===== config.mk =====
export PLATFORM = sky130hd
export DESIGN_NAME = pwm_deadtime_top
export DESIGN_NICKNAME = d
export VERILOG_FILES = /design/src/pwm_pkg.sv /design/src/dead_time_generator.sv /design/src/gate_output_stage.sv /design/src/pwm_carrier.sv /design/src/pwm_config_regs.sv /design/src/pwm_deadtime_top.sv
export SDC_FILE = /design/constraint.sdc
export NUM_CORES = 1
export LEC_CHECK = 0
export BUFFER_PORTS_ARGS = -buffer_cell sky130_fd_sc_hd__buf_4
export CAP_MARGIN = 20
export CORE_UTILIZATION = 38
export DETAILED_ROUTE_END_ITERATION = 8
export GPL_TIMING_DRIVEN = 0
export PLACE_DENSITY = 0.52
export SYNTH_ARGS = -nofsm -noshare
export SYNTH_HDL_FRONTEND = slang
export SYNTH_SLANG_ARGS = --single-unit

===== constraint.sdc =====
create_clock -name clock -period 4.6 [get_ports clock]
set_input_delay 0.92 -clock clock [delete_from_list [all_inputs] [get_ports clock]]
set_output_delay 0.92 -clock clock [all_outputs]
set_load 0.005 [all_outputs]

===== src/pwm_pkg.sv =====
package pwm_pkg;

    // Width of the period, compare and dead-time counters
    localparam int unsigned COUNTER_WIDTH = 16;

    // Each register word carries two fields of this width
    localparam int unsigned CFG_FIELD_WIDTH = 16;

    // Register map with a single address bit
    localparam logic CFG_ADDR_TIMING  = 1'b0;
    localparam logic CFG_ADDR_CONTROL = 1'b1;

    // Bit positions inside the control flags field
    localparam int unsigned FLAG_ENABLE_BIT      = 0;
    localparam int unsigned FLAG_FAULT_CLEAR_BIT = 1;

    typedef struct packed {
        logic [CFG_FIELD_WIDTH-1:0] period;
        logic [CFG_FIELD_WIDTH-1:0] compare;
    } cfg_timing_t;

    typedef struct packed {
        logic [CFG_FIELD_WIDTH-1:0] dead_time;
        logic [CFG_FIELD_WIDTH-1:0] flags;
    } cfg_control_t;

    // The same 32-bit write word is read as timing or control by address
    typedef union packed {
        cfg_timing_t  timing;
        cfg_control_t control;
    } cfg_word_t;

    // Dead-time sequencer states
    typedef enum logic [1:0] {
        idle        = 2'd0,
        first_dead  = 2'd1,
        a_on        = 2'd2,
        second_dead = 2'd3
    } dt_state_t;

endpackage


===== src/dead_time_generator.sv =====
`timescale 1ns/1ns

module dead_time_generator #(
    parameter int unsigned COUNTER_WIDTH = pwm_pkg::COUNTER_WIDTH
) (
    input  logic                     clock,
    input  logic                     reset,
    input  logic                     enable,
    input  logic [COUNTER_WIDTH-1:0] dead_time,
    input  logic                     raw_a,
    input  logic                     raw_b,
    output logic                     gate_a_next,
    output logic                     gate_b_next
);

    import pwm_pkg::*;

    dt_state_t                state;
    logic [COUNTER_WIDTH-1:0] counter;
    logic [COUNTER_WIDTH-1:0] load_value;
    logic                     counter_done;

    // Loading dead_time-1 gives exactly dead_time cycles in a dead state
    assign load_value   = dead_time - 1'b1;
    assign counter_done = (counter == '0);

    always_ff @(posedge clock) begin
        if (!reset) begin
            state   <= idle;
            counter <= '0;
        end else if (!enable) begin
            // Bypassed, the sequencer keeps its state and the counter stays loaded
            counter <= load_value;
        end else begin
            case (state)
                idle: begin
                    counter <= load_value;
                    if (raw_a) begin
                        state <= first_dead;
                    end
                end
                first_dead: begin
                    if (counter_done) begin
                        counter <= load_value;
                        state   <= a_on;
                    end else begin
                        counter <= counter - 1'b1;
                    end
                end
                a_on: begin
                    counter <= load_value;
                    if (raw_b) begin
                        state <= second_dead;
                    end
                end
                second_dead: begin
                    if (counter_done) begin
                        counter <= load_value;
                        state   <= idle;
                    end else begin
                        counter <= counter - 1'b1;
                    end
                end
                default: begin
                    counter <= load_value;
                    state   <= idle;
                end
            endcase
        end
    end

    // Gate levels come straight from the state, or from the carrier when bypassed
    always_comb begin
        if (!enable) begin
            gate_a_next = raw_a;
            gate_b_next = raw_b;
        end else begin
            case (state)
                idle: begin
                    gate_a_next = 1'b0;
                    gate_b_next = 1'b1;
                end
                a_on: begin
                    gate_a_next = 1'b1;
                    gate_b_next = 1'b0;
                end
                first_dead, second_dead: begin
                    gate_a_next = 1'b0;
                    gate_b_next = 1'b0;
                end
                default: begin
                    gate_a_next = 1'b0;
                    gate_b_next = 1'b1;
                end
            endcase
        end
    end

endmodule


===== src/gate_output_stage.sv =====
`timescale 1ns/1ns

module gate_output_stage (
    input  logic clock,
    input  logic reset,
    input  logic gate_a_next,
    input  logic gate_b_next,
    input  logic fault,
    input  logic fault_clear,
    output logic gate_a,
    output logic gate_b,
    output logic fault_latched
);

    logic gates_blocked;

    assign gates_blocked = fault || fault_latched;

    // A live fault wins over a clear request on the same cycle
    always_ff @(posedge clock) begin
        if (!reset) begin
            fault_latched <= 1'b0;
        end else if (fault) begin
            fault_latched <= 1'b1;
        end else if (fault_clear) begin
            fault_latched <= 1'b0;
        end
    end

    // Both switches off during a fault so the bridge can never shoot through
    always_ff @(posedge clock) begin
        if (!reset) begin
            gate_a <= 1'b0;
            gate_b <= 1'b0;
        end else if (gates_blocked) begin
            gate_a <= 1'b0;
            gate_b <= 1'b0;
        end else begin
            gate_a <= gate_a_next;
            gate_b <= gate_b_next;
        end
    end

endmodule


===== src/pwm_carrier.sv =====
`timescale 1ns/1ns

module pwm_carrier #(
    parameter int unsigned COUNTER_WIDTH = pwm_pkg::COUNTER_WIDTH
) (
    input  logic                     clock,
    input  logic                     reset,
    input  logic [COUNTER_WIDTH-1:0] period,
    input  logic [COUNTER_WIDTH-1:0] compare,
    output logic                     raw_a,
    output logic                     raw_b
);

    logic [COUNTER_WIDTH-1:0] count;
    logic [COUNTER_WIDTH-1:0] last_count;
    logic                     level_a;

    assign last_count = period - 1'b1;
    assign level_a    = (count < compare);

    // Sawtooth from 0 to period-1 that stops at zero while no period is set
    always_ff @(posedge clock) begin
        if (!reset) begin
            count <= '0;
        end else if (period == '0) begin
            count <= '0;
        end else if (count >= last_count) begin
            // Also catches a count left above a newly shortened period
            count <= '0;
        end else begin
            count <= count + 1'b1;
        end
    end

    always_ff @(posedge clock) begin
        if (!reset) begin
            raw_a <= 1'b0;
            raw_b <= 1'b1;
        end else if (period == '0) begin
            raw_a <= 1'b0;
            raw_b <= 1'b1;
        end else begin
            raw_a <= level_a;
            raw_b <= !level_a;
        end
    end

endmodule


===== src/pwm_config_regs.sv =====
`timescale 1ns/1ns

module pwm_config_regs #(
    parameter int unsigned COUNTER_WIDTH = pwm_pkg::COUNTER_WIDTH
) (
    input  logic                     clock,
    input  logic                     reset,
    input  logic                     wr_strobe,
    input  logic                     wr_addr,
    input  pwm_pkg::cfg_word_t       wr_data,
    output logic [COUNTER_WIDTH-1:0] period,
    output logic [COUNTER_WIDTH-1:0] compare,
    output logic [COUNTER_WIDTH-1:0] dead_time,
    output logic                     dt_enable,
    output logic                     fault_clear
);

    import pwm_pkg::*;

    logic timing_write;
    logic control_write;

    assign timing_write  = wr_strobe && (wr_addr == CFG_ADDR_TIMING);
    assign control_write = wr_strobe && (wr_addr == CFG_ADDR_CONTROL);

    // Stored fields are taken from the view that matches the address
    always_ff @(posedge clock) begin
        if (!reset) begin
            period    <= '0;
            compare   <= '0;
            dead_time <= '0;
            dt_enable <= 1'b0;
        end else begin
            if (timing_write) begin
                period  <= COUNTER_WIDTH'(wr_data.timing.period);
                compare <= COUNTER_WIDTH'(wr_data.timing.compare);
            end
            if (control_write) begin
                dead_time <= COUNTER_WIDTH'(wr_data.control.dead_time);
                dt_enable <= wr_data.control.flags[FLAG_ENABLE_BIT];
            end
        end
    end

    // Fault clear is a command, so it only lives for one cycle
    always_ff @(posedge clock) begin
        if (!reset) begin
            fault_clear <= 1'b0;
        end else begin
            fault_clear <= control_write && wr_data.control.flags[FLAG_FAULT_CLEAR_BIT];
        end
    end

endmodule


===== src/pwm_deadtime_top.sv =====
`timescale 1ns/1ns

module pwm_deadtime_top #(
    parameter int unsigned COUNTER_WIDTH = pwm_pkg::COUNTER_WIDTH
) (
    input  logic               clock,
    input  logic               reset,
    input  logic               wr_strobe,
    input  logic               wr_addr,
    input  pwm_pkg::cfg_word_t wr_data,
    input  logic               fault,
    output logic               gate_a,
    output logic               gate_b,
    output logic               fault_latched
);

    logic [COUNTER_WIDTH-1:0] period;
    logic [COUNTER_WIDTH-1:0] compare;
    logic [COUNTER_WIDTH-1:0] dead_time;
    logic                     dt_enable;
    logic                     fault_clear;
    logic                     raw_a;
    logic                     raw_b;
    logic                     gate_a_next;
    logic                     gate_b_next;

    pwm_config_regs #(
        .COUNTER_WIDTH(COUNTER_WIDTH)
    ) pwm_config_regs_i (
        .clock      (clock),
        .reset      (reset),
        .wr_strobe  (wr_strobe),
        .wr_addr    (wr_addr),
        .wr_data    (wr_data),
        .period     (period),
        .compare    (compare),
        .dead_time  (dead_time),
        .dt_enable  (dt_enable),
        .fault_clear(fault_clear)
    );

    pwm_carrier #(
        .COUNTER_WIDTH(COUNTER_WIDTH)
    ) pwm_carrier_i (
        .clock  (clock),
        .reset  (reset),
        .period (period),
        .compare(compare),
        .raw_a  (raw_a),
        .raw_b  (raw_b)
    );

    dead_time_generator #(
        .COUNTER_WIDTH(COUNTER_WIDTH)
    ) dead_time_generator_i (
        .clock      (clock),
        .reset      (reset),
        .enable     (dt_enable),
        .dead_time  (dead_time),
        .raw_a      (raw_a),
        .raw_b      (raw_b),
        .gate_a_next(gate_a_next),
        .gate_b_next(gate_b_next)
    );

    gate_output_stage gate_output_stage_i (
        .clock        (clock),
        .reset        (reset),
        .gate_a_next  (gate_a_next),
        .gate_b_next  (gate_b_next),
        .fault        (fault),
        .fault_clear  (fault_clear),
        .gate_a       (gate_a),
        .gate_b       (gate_b),
        .fault_latched(fault_latched)
    );

endmodule


# --- After elaboration in Yosys (flattened, before gate mapping) ---
# Index checks and enable logic that the tools add are counted.
# Widths: inputs -> output; s select.
word_totals:
  register_bits: 89
  latchBits: 0
  ramBits: 0
  rom_bits: 0
  inputBits: 37
  elab_cells: 59
  n_memories: 0
op_classes:
  add_sub_neg: 4
  n_mul: 0
  div_mod_pow: 0
  magnitude_cmp: 2
  n_eq_ne: 7
  n_shift: 0
  muxes: 14
  bitwise_logic: 2
  n_reduce_logical: 17
op_table:
  columns: ["cell", "n"]
  rows:
  - ["$sub 16x1->16 const B", 3]
  - ["$logic_not 16->1", 2]
  - ["$mux 16", 2]
  - ["$pmux 16 s2", 1]
  - ["$add 16x1->16 const B", 1]
  - ["$ge 16x16->1", 1]
  - ["$lt 16x16->1", 1]
  - ["$reduce_or 3->1", 3]
  - ["$mux 2", 4]
  - ["$pmux 2 s4", 1]
  - ["$reduce_or 2->1", 4]
  - ["$reduce_and 5->1", 1]
  - ["$eq 2x2->1 const B", 2]
  - ["$mux 1", 4]
  - ["$ne 2x1->1 const B", 2]
  - ["$ne 2x2->1 const B", 2]
  - ["$pmux 1 s2", 2]
  - ["$logic_and 1x1->1", 3]
  - ["$eq 2x1->1 const B", 1]
  - ["$logic_not 2->1", 1]
  - ["$not 1->1", 2]
  - ["$reduce_bool 2->1", 1]
  - ["$logic_not 1->1", 1]
  - ["$logic_or 1x1->1", 1]

# --- Longest topological paths before layout ---
logic_depth:
  ltp_word: 4
  ltp_mapped: 13
  mapped_depth_nobuf: 12

# --- Hierarchy ---
# A second synthesis with hierarchy kept.
hier_totals:
  hier_cells: 561
  area_unflattened_um2: 4982.3
by_module_without_submodules:
  columns: ["module", "instances", "cells_each", "area_per_inst_um2", "seq_area_each_um2"]
  rows:
  - ["pwm_config_regs", 1, 198, 1918.1, 1001.0]
  - ["pwm_carrier", 1, 211, 1711.6, 360.3]
  - ["dead_time_generator", 1, 145, 1253.7, 360.3]
  - ["gate_output_stage", 1, 7, 98.8, 60.1]

# --- Least setup slack after synthesis ---
# OpenSTA, ideal clock, no wires.
synth_path:
  path_kind: "flip-flop to flip-flop"
  startpoint: "reg pwm_config_regs_i.period[0]"
  endpoint: "reg pwm_carrier_i.count[10]"
  arrival_ps: 2464
  t_required_ps: 4483
  slack_ps: 2019
  path_stages_with_launch: 14
  n_path_buf: 1
  synth_period_minus_slack_ps: 2581
  path_cell_list: "dfxtp_1 > inv_1 > ha_1 > nor3b_1 > and2_1 > nand2_1 > xor2_1 > ha_1 > nand4_1 > nor3_1 > a311oi_1 > nand2_1 > buf_2 > nor2_1"
synth_via:
  elab_chain_len: 3
synth_lines:
  columns: ["element", "line", "source"]
  rows:
  - ["start: declaration", "pwm_config_regs.sv:11", "output logic [COUNTER_WIDTH-1:0] period,"]
  - ["start signal: assignment", "pwm_config_regs.sv:35", "period <= COUNTER_WIDTH'(wr_data.timing.period);"]
  - ["$sub 16x1->16", "pwm_carrier.sv:18", "assign last_count = period - 1'b1;"]
  - ["$ge 16x16->1", "pwm_carrier.sv:27", "end else if (count >= last_count) begin"]
  - ["$reduce_or 3->1 (no line) (*)", null, null]
  - ["end signal: assignment", "pwm_carrier.sv:31", "count <= count + 1'b1;"]
  - ["end: declaration", "pwm_carrier.sv:14", "logic [COUNTER_WIDTH-1:0] count;"]
# Every way passes the cells marked *; elsewhere a longest branch is shown, timed or not.
# A chain may end at the register's enable or synchronous reset.

# --- Worst setup path in the final report ---
layout_path:
  startpoint: "reg pwm_config_regs_i.period[0]"
  endpoint: "reg pwm_carrier_i.count[12]"
# The elaborated chain is that of the path after synthesis.

==> results.toml <==
[timing]
finalCritPeriodShare = 0.701
finalCriticalPeriod_ps = 3220
worstMarginPinSlew_ps = 656
fmax_mhz = 310
rsz0062_at_grt = "false"
skew_ps = 4.47
worst_slack_ps = 1380
relSlewSlack = 0.558
setup_tns_ps = 0
setup_viol = 0
finalMaxSlewViolations = 0
whs_ps = 459
hold_viol = 0

[layout]
fin_nets = 709
diodes = 0
drive_gt1_frac = 0.0973
seqCellArea_sq_mm = 0.00178
multi_input_area_sq_mm = 0.00269
final_cells = 784
fillers = 1205
syn_to_final_growth_pct = 16.6

[synth]
syn-cell-area_sq_mm = 0.00466
synth-seq-cells = 89
synth_area_per_cell_sq_um = 8.01
ys_seq_area_frac = 0.382
synth_warnings = 0
netlist_instances = 582
synth_nets = 659
synth.distinct_cells = 42

[route]
wl_microns = 11400
firstDrtPassIters = 4
drc = 0
vias = 4001
wl_per_cell_microns = 14.5
avgViaCountPerCell = 5.10
drtIter0Drc = 127
ant_nets = 0

[power_and_ir_drop]
power.leakage_nw = 2.21
peakVddDrop_mv = 0.155
finalPower_mw = 1.93
p_per_area_mw_per_mm2 = 356

[floorplanning]
die_y_microns = 113
rows = 40
ioPinCount = 40
core_sq_mm = 0.0120
die-area_sq_mm = 0.0127
start_util = 0.390
chipWidth_microns = 113

[clock_tree]
cts_root_buffer = "clkbuf_16"
clk_latency_ps = 340
cts_buffers = 9
cts_buffer_depth = 2
cts.clk_slew.worst_paths_ps = 70
hold_buffers = 0
cts-resized-gates = 0
cts_setup_buffers = 0
htreeDepth = 3
cts_num_sinks = 89
cts_tree = "built"

[grt]
grt_pass1_wl_microns = 18900
track_usage = 0.191
grt_max_degree = 15
gr-total-overflow = 0
antenna_found_initial = 0
grt_pass1_vias = 3870

[critical_path]
cp-start-kind = "register"
cp_data_arrival_time_ps = 3500
crit_required_ps = 4880
path_class = "register to register"
crit_path_max_fanout = 10
cp-end-kind = "register"

[place]
place_ws_ps = 1400
dpl.cell_count = 768
io_buffers = 39
gp_congestion = 0.802
dp.final_hpwl_microns = 8870

[status]
outcome = "finished clean"

[flow_run]
max_cap_viol_count = 0

[worst_hold_path]
min_path_type = "register to register"
-- layer usage --
metal,vias up,routed length [microns],track usage
li1,2074,-,-
met1,1862,6110,0.272
met2,53,4780,0.292
met3,12,314,0.0295
met4,0,155,0.0720
met5,-,0,0
-- stage by stage --
step	util	instance area, sq um
after global routing	0.454	5440
after CTS	0.454	5440
after floorplan	-	4660
after detailed placement	0.430	5140
final	0.454	5440
after global placement	0.430	5140
-- state kept, by name, indices dropped and copies added, names as in the netlist, 2 cells and up --
name	flops
dead_time_generator_i.counter	16
dead_time_generator_i.state	2
pwm_config_regs_i.dead_time	16
pwm_config_regs_i.compare	16
pwm_carrier_i.count	16
pwm_config_regs_i.period	16
-- where the power goes --
group	leakage, nW	internal (mW)	switching, mW
Clock	0.143	0.438	0.313
Sequential	0.729	0.817	0.0444
Combinational	1.33	0.145	0.176
Total	2.21	1.40	0.534
-- area by class of cell --
| cell class | instances | share of cell area |
|---|---|---|
| well taps | 147 | 0.0338 |
| clock buffers | 12 | 0.0453 |
| inverters | 29 | 0.0200 |
| multi-input cells | 444 | 0.494 |
| clock inverters | 4 | 0.00944 |
| repair buffers | 39 | 0.0539 |
| plain buffers | 20 | 0.0154 |
| flip-flops and latches | 89 | 0.328 |
-- worst max-delay path, stage by stage (launching register included) --
cell and delay, ps:
dfxtp_1 340, nor4_1 610, nand2_1 260, nor4_1 310, xnor2_1 170, ha_1 260, a21oi_1 120, o21ai_0 90
a221oi_1 410, nand2_1 220, buf_2 250, nor2_1 120
-- cells in the mapped netlist, drive strengths merged --
library cell,instances,area share
nand2,128,0.10
dfxtp,89,0.38
a21oi,59,0.063
nor2,48,0.039
ha,40,0.11
inv,28,0.023
xnor2,26,0.049
xor2,26,0.049
clkbuf,15,0.012
nand3,15,0.016
nor3,12,0.013
nor4,12,0.019
a211oi,7,0.012
o21ai,7,0.0075
o22ai,7,0.0094
and3,6,0.0081
nand4,6,0.0081
nor3b,6,0.0097
buf,5,0.0059
and2,4,0.0054
nand2b,4,0.0054
a21o,3,0.0048
a311oi,3,0.0056
or4,3,0.0048
a221oi,2,0.0038
a31oi,2,0.0027
and4,2,0.0038
mux2i,2,0.0043
nor2b,2,0.0027
o221ai,2,0.0038
o31ai,2,0.0032
or3,2,0.0027
a211o,1,0.0019
a21boi,1,0.0016
and3b,1,0.0019
clkinv,1,0.00080
o31a,1,0.0019
or2,1,0.0013
or4b,1,0.0021
-- cells in the final DEF (no fill, tap or decap), types with 3 or more instances in the layout --
cell,instances
nand3_1,15
and3_1,6
nand4_1,6
and2_1,4
inv_1,28
nor3b_1,6
ha_1,40
xor2_1,26
dfxtp_1,89
buf_2,4
clkbuf_16,9
o21ai_0,7
or4_1,3
buf_4,40
nand2b_1,4
o22ai_1,7
clkbuf_1,17
nor2_1,48
a21o_1,3
a21oi_1,59
a211oi_1,6
nand2_1,128
nor4_1,10
xnor2_1,26
a311oi_1,3
nor3_1,12
-- path summary, 6_finish.rpt --
path / from / end / slack, ps / cells past startpoint
hold reg to reg: pwm_config_regs_i.compare[3]$_SDFFE_PN0P_ / pwm_config_regs_i.compare[3]$_SDFFE_PN0P_ / 460 / 2
hold / removal: pwm_config_regs_i.compare[3]$_SDFFE_PN0P_ / pwm_config_regs_i.compare[3]$_SDFFE_PN0P_ / 460 / 2
setup / recovery: pwm_config_regs_i.period[0]$_SDFFE_PN0P_ / pwm_carrier_i.count[12]$_SDFF_PP0_ / 1380 / 11
setup reg to reg: pwm_config_regs_i.period[0]$_SDFFE_PN0P_ / pwm_carrier_i.count[12]$_SDFF_PP0_ / 1380 / 11
-- cells by family (layout without fill, tap and decap cells) --
kind of cell / count (synthesis) / after routing / share of synthesized area
flops: 89 / 89 / 0.382
xor+xnor: 52 / 52 / 0.0977
compound gates: 97 / 97 / 0.122
fa+ha+maj: 40 / 40 / 0.107
buf+inv: 49 / 104 / 0.0413
mux: 2 / 2 / 0.00429
simple gates: 253 / 253 / 0.245
No activity file was read; power rests on OpenSTA's default activity.
